<file path="src/common/bpu_pkg.sv">
`default_nettype none

package bpu_pkg;

    localparam int XLEN             = 32;
    localparam int HIST_LEN         = 16;
    localparam int TAG_BITS         = 10;
    localparam int PARTIAL_TAG_BITS = 6;   // upper tag bits checked at lookup
    localparam int BTB_TAG_BITS     = 22;

    // two-bit saturating counter, msb is the direction
    typedef logic [1:0] ctr_t;

    localparam ctr_t CTR_STRONG_NT = 2'b00;
    localparam ctr_t CTR_WEAK_NT   = 2'b01;
    localparam ctr_t CTR_WEAK_T    = 2'b10;
    localparam ctr_t CTR_STRONG_T  = 2'b11;

    typedef enum logic [1:0] {
        PROV_BIMODAL = 2'd0,
        PROV_T0      = 2'd1,
        PROV_T1      = 2'd2
    } provider_t;

    localparam logic [6:0] OPC_BRANCH = 7'b1100011;
    localparam logic [6:0] OPC_JAL    = 7'b1101111;
    localparam logic [6:0] OPC_JALR   = 7'b1100111;

    localparam logic [4:0] RA_REG = 5'd1;

    // one step toward the outcome, saturating at both ends
    function automatic ctr_t ctr_step(input ctr_t cur, input logic taken);
        if (taken) begin
            return (cur == CTR_STRONG_T) ? cur : cur + 2'd1;
        end
        return (cur == CTR_STRONG_NT) ? cur : cur - 2'd1;
    endfunction

endpackage

`default_nettype wire

</file>
<file path="src/rtl/ras.sv">
`timescale 1ns/1ns
`default_nettype none

module ras #(
    parameter int DEPTH = 32
) (
    input  wire                          clk,
    input  wire                          rst,
    input  wire                          push_i,
    input  wire  [bpu_pkg::XLEN-1:0]     push_data_i,
    input  wire                          ex_valid_i,
    input  wire                          ex_taken_i,
    input  wire  [bpu_pkg::XLEN-1:0]     ex_inst_i,
    output logic                         empty_o,
    output logic [bpu_pkg::XLEN-1:0]     top_o
);

    localparam int ADDR_W = $clog2(DEPTH);

    logic [bpu_pkg::XLEN-1:0] stack [DEPTH];
    logic [ADDR_W:0]          sp;      // count of live entries
    logic [ADDR_W-1:0]        top_idx;
    logic                     full;
    logic                     ret_exec;
    logic                     pop;

    assign top_idx = sp[ADDR_W-1:0] - ADDR_W'(1);
    assign empty_o = (sp == '0);
    assign full    = (sp == (ADDR_W+1)'(DEPTH));
    assign top_o   = stack[top_idx];

    // executed return, jalr through ra
    assign ret_exec = ex_valid_i && ex_taken_i
                   && (ex_inst_i[6:0] == bpu_pkg::OPC_JALR)
                   && (ex_inst_i[19:15] == bpu_pkg::RA_REG);
    assign pop = ret_exec && !empty_o;

    always_ff @(posedge clk or posedge rst) begin
        if (rst) begin
            sp <= '0;
        end else if (pop && !push_i) begin
            sp <= sp - 1'b1;
        end else if (push_i && !pop && !full) begin
            sp <= sp + 1'b1;
        end
    end

    always_ff @(posedge clk) begin
        if (push_i && pop) begin
            stack[top_idx] <= push_data_i;   // replace top, depth unchanged
        end else if (push_i && !full) begin
            stack[sp[ADDR_W-1:0]] <= push_data_i;
        end
    end

endmodule

`default_nettype wire

</file>
<file path="config.mk">
export PLATFORM = sky130hd
export DESIGN_NAME = ras
export DESIGN_NICKNAME = d
export VERILOG_FILES = /design/src/common/bpu_pkg.sv /design/src/rtl/ras.sv
export SDC_FILE = /design/constraint.sdc
export NUM_CORES = 1
export LEC_CHECK = 0
export BUFFER_PORTS_ARGS = -buffer_cell sky130_fd_sc_hd__buf_2
export CAP_MARGIN = 25
export CORE_ASPECT_RATIO = 0.9
export CORE_MARGIN = 4
export CORE_UTILIZATION = 55
export CTS_BUF_LIST = sky130_fd_sc_hd__clkbuf_8 sky130_fd_sc_hd__clkbuf_16
export DETAILED_ROUTE_END_ITERATION = 10
export PLACE_DENSITY_LB_ADDON = 0.3
export SETUP_SLACK_MARGIN = 0.3
export SLEW_MARGIN = 10
export SYNTH_ARGS = -nofsm -noshare
export SYNTH_HDL_FRONTEND = slang
export SYNTH_SLANG_ARGS = --single-unit
</file>
<file path="constraint.sdc">
create_clock -name clk -period 5.85 [get_ports clk]
set_clock_uncertainty 0.2 [all_clocks]
set_input_delay 1.4625 -clock clk [delete_from_list [all_inputs] [get_ports clk]]
set_output_delay 1.4625 -clock clk [all_outputs]
set_load 0.05 [all_outputs]
</file>
==> results_dict.tcl <==
set metrics [dict create \
    slew_violations 0 \
    crit_family "multiplexers" \
    die_w_um 291 \
    slowest_stage "ha_4" \
    p_total_mw 25.0 \
    dr.first_iter.drc_count 2550 \
    ant_nets 0 \
    period_share_pct 93.3 \
    track_usage_pct 23.8 \
    rows 93 \
    internal_power_mw 16.4 \
    start_util_pct 55.5 \
    synthCells 1581 \
    cts_tree "yes" \
    fillCellCount 4634 \
    drc_errors 0 \
    vias 18100 \
    yosysWarnings 0 \
    io_buffers 81 \
    hold_violations 0 \
    wirelength_mm 89.9 \
    maxSlewHeadroom_pct 30.2 \
    syn_to_final_growth_pct 13.5 \
    post_drt_wl_per_cell_um 32.3 \
    layout.area.seq_um2 30900 \
    clkSinkCount 1030 \
    switching_share_pct 34.3 \
    grt_pass1_wl_mm 131 \
    finalSetupTns_ns 0 \
    multi_input_area_um2 8560 \
    cts_root_buf "clkbuf_16" \
    die-area_um2 76500 \
    clockBufferDepth 3 \
    hp-class "flip-flop to flip-flop" \
    ys_ff_latch 1030 \
    syn_area_um2 39700 \
    regToRegSetupSlack_ns 1.38 \
    die_h_um 263 \
    syn_nets 1656 \
    placed_area_um2 41900 \
    setup_violations 0 \
    cap_violations 0 \
    antenna_found_initial 2 \
    place_congestion 0.778 \
    rsz0062_at_grt "no" \
    p_comb_share_pct 40.7 \
    path_buf_inv 3 \
    viasPerCell 6.50 \
    final_cell_mix "1024 x edfxtp_1, 320 x mux4_2, 100 x clkbuf_16, 81 x buf_2, 49 x buf_4" \
    min_period_ns 5.46 \
    ys_seq_area_share_pct 77.9 \
    layout_commonest_cell "edfxtp_1" \
    overflow 0 \
    cp_cell_sequence "inv_1 -> ha_4 -> buf_12 -> mux4_2 -> mux4_2 -> mux2_2 -> buf_2" \
    p_switching_mw 8.57 \
    worstPathRequired_ns 4.19 \
    crit_fanout 41 \
    max_freq_ghz 0.183 \
    nets 1831 \
    grt_pass1_vias 18600 \
    drive_gt1_share_pct 37.2 \
    ios 102 \
    drt_pass1_iterations 6 \
    worstSetupPathType "flip-flop to output port" \
    pwr-share-clk_pct 24.2 \
    power.density_nw_per_um2 555 \
    final_core_util_pct 63.0 \
    core-area_um2 71400 \
    insertion_delay_ns 0.66 \
    arrival_ns 3.80 \
    cts-buffers-inserted 98 \
    syn_area_per_cell_um2 25.1 \
    clkSlewWorstSetupHoldPaths_ns 0.06 \
    cts.htree.levels 3 \
    irDropWorstVdd_mv 0.622 \
    critPathMaxStageDelay_ns 0.57 \
    critPathLaunchType "flip-flop" \
    crit_top_cell "mux4_2" \
    seqPwrFrac_pct 35.1 \
    synth_cell_types 48 \
    end_kind "output port" \
    tightest_slew_ns 1.04 \
    grt_max_degree 91 \
    status "finished, final reports clean" \
    power.leakage_nw 14.2 \
    fin_area_um2 45000 \
    hpwl_mm 45.9 \
]
flip-flops by register name, indices dropped and copies added, names as in the netlist:
register,count
stack,1024
sp,6
synth_stat cells (all sizes together):
| cell type | count | share of area [%] |
|---|---|---|
| a21boi | 2 | 0.038 |
| a21o | 2 | 0.038 |
| a21oi | 5 | 0.063 |
| a22oi | 1 | 0.032 |
| a2bb2oi | 1 | 0.022 |
| a31oi | 1 | 0.016 |
| a32oi | 2 | 0.044 |
| and2 | 3 | 0.047 |
| and4 | 2 | 0.044 |
| and4b | 1 | 0.025 |
| buf | 42 | 0.65 |
| clkbuf | 38 | 0.36 |
| dfrtp | 6 | 0.38 |
| edfxtp | 1024 | 78 |
| fa | 1 | 0.050 |
| ha | 5 | 0.16 |
| inv | 7 | 0.066 |
| mux2 | 33 | 0.94 |
| mux2i | 3 | 0.076 |
| mux4 | 320 | 18 |
| nand2 | 11 | 0.10 |
| nand2b | 1 | 0.016 |
| nand4 | 3 | 0.047 |
| nor2 | 23 | 0.22 |
| nor3 | 10 | 0.13 |
| nor3b | 8 | 0.15 |
| nor4 | 1 | 0.016 |
| nor4b | 3 | 0.082 |
| nor4bb | 1 | 0.025 |
| o21ai | 4 | 0.050 |
| o21bai | 1 | 0.019 |
| o22a | 1 | 0.022 |
| o31ai | 1 | 0.019 |
| o32ai | 2 | 0.044 |
| o41ai | 2 | 0.044 |
| or3 | 1 | 0.016 |
| or4b | 1 | 0.025 |
| xnor2 | 6 | 0.15 |
| xor2 | 2 | 0.044 |
power groups by stage:
stage	clock (mW)	combinational, mW	sequential, mW
2_1_floorplan	0	7.47	8.84
3_3_place_gp	0	10.1	8.88
3_5_place_dp	0	10.2	8.91
4_1_cts	6.14	10.3	8.76
5_1_grt	6.50	10.7	8.79
6_report	6.05	10.2	8.77
cell families (layout without fill, tap and decap cells):
kind of cell	Yosys count	in the layout	share of synthesized area, %
buf+inv	87	340	1.08
fa+ha+maj	6	6	0.208
other cells	0	4	0
xor+xnor	8	8	0.196
flops	1030	1030	77.9
simple gates	69	69	0.950
compound gates	25	25	0.451
mux	356	356	19.2
final cells by class:
type / count / area share [%]
Clock inverter: 78 / 1.27
Antenna cell: 4 / 0.0222
Inverter: 7 / 0.0584
Timing Repair Buffer: 155 / 2.78
Sequential cell: 1030 / 68.7
Clock buffer: 100 / 5.56
Multi-Input combinational cell: 464 / 19.0
Tap cell: 950 / 2.64
per-layer routing:
layer  GRT usage (%)  vias to the layer above  share of wire (%)
li1                -                     7262                  -
met1            34.7                     9842                 39
met2            38.4                      877                 50
met3            4.06                      145                8.0
met4            5.85                        0                2.5
met5               0                        -                  0
worst paths after layout:
path / startpoint / to / cells past startpoint
setup reg to reg: sp[0] / stack[28][14] / 8
setup / recovery: sp[0] / top_o[24] / 7
min in group asynchronous: rst / sp[2] / 2
max in group asynchronous: rst / sp[0] / 2
hold / removal: sp[5] / sp[5] / 1
hold reg to reg: sp[5] / sp[5] / 1
metrics by stage:
step           setup slack, ns  std cells  hold slack (ns)
6_report                 0.392       2788            0.318
5_1_grt                  0.301       2784            0.374
4_1_cts                  0.378       2783            0.319
3_5_place_dp             0.757       2603            0.306
3_3_place_gp             0.804       2603            0.299
2_1_floorplan           0.0455       1581            0.268
timing repair:
item,CTS,global route
setup endpoints to repair,30,5
pin swaps,1,0
setup buffers,2,0
hold buffers,0,0
resized for setup,1,1
gates cloned,0,0
No activity file was read; power rests on OpenSTA's default activity.
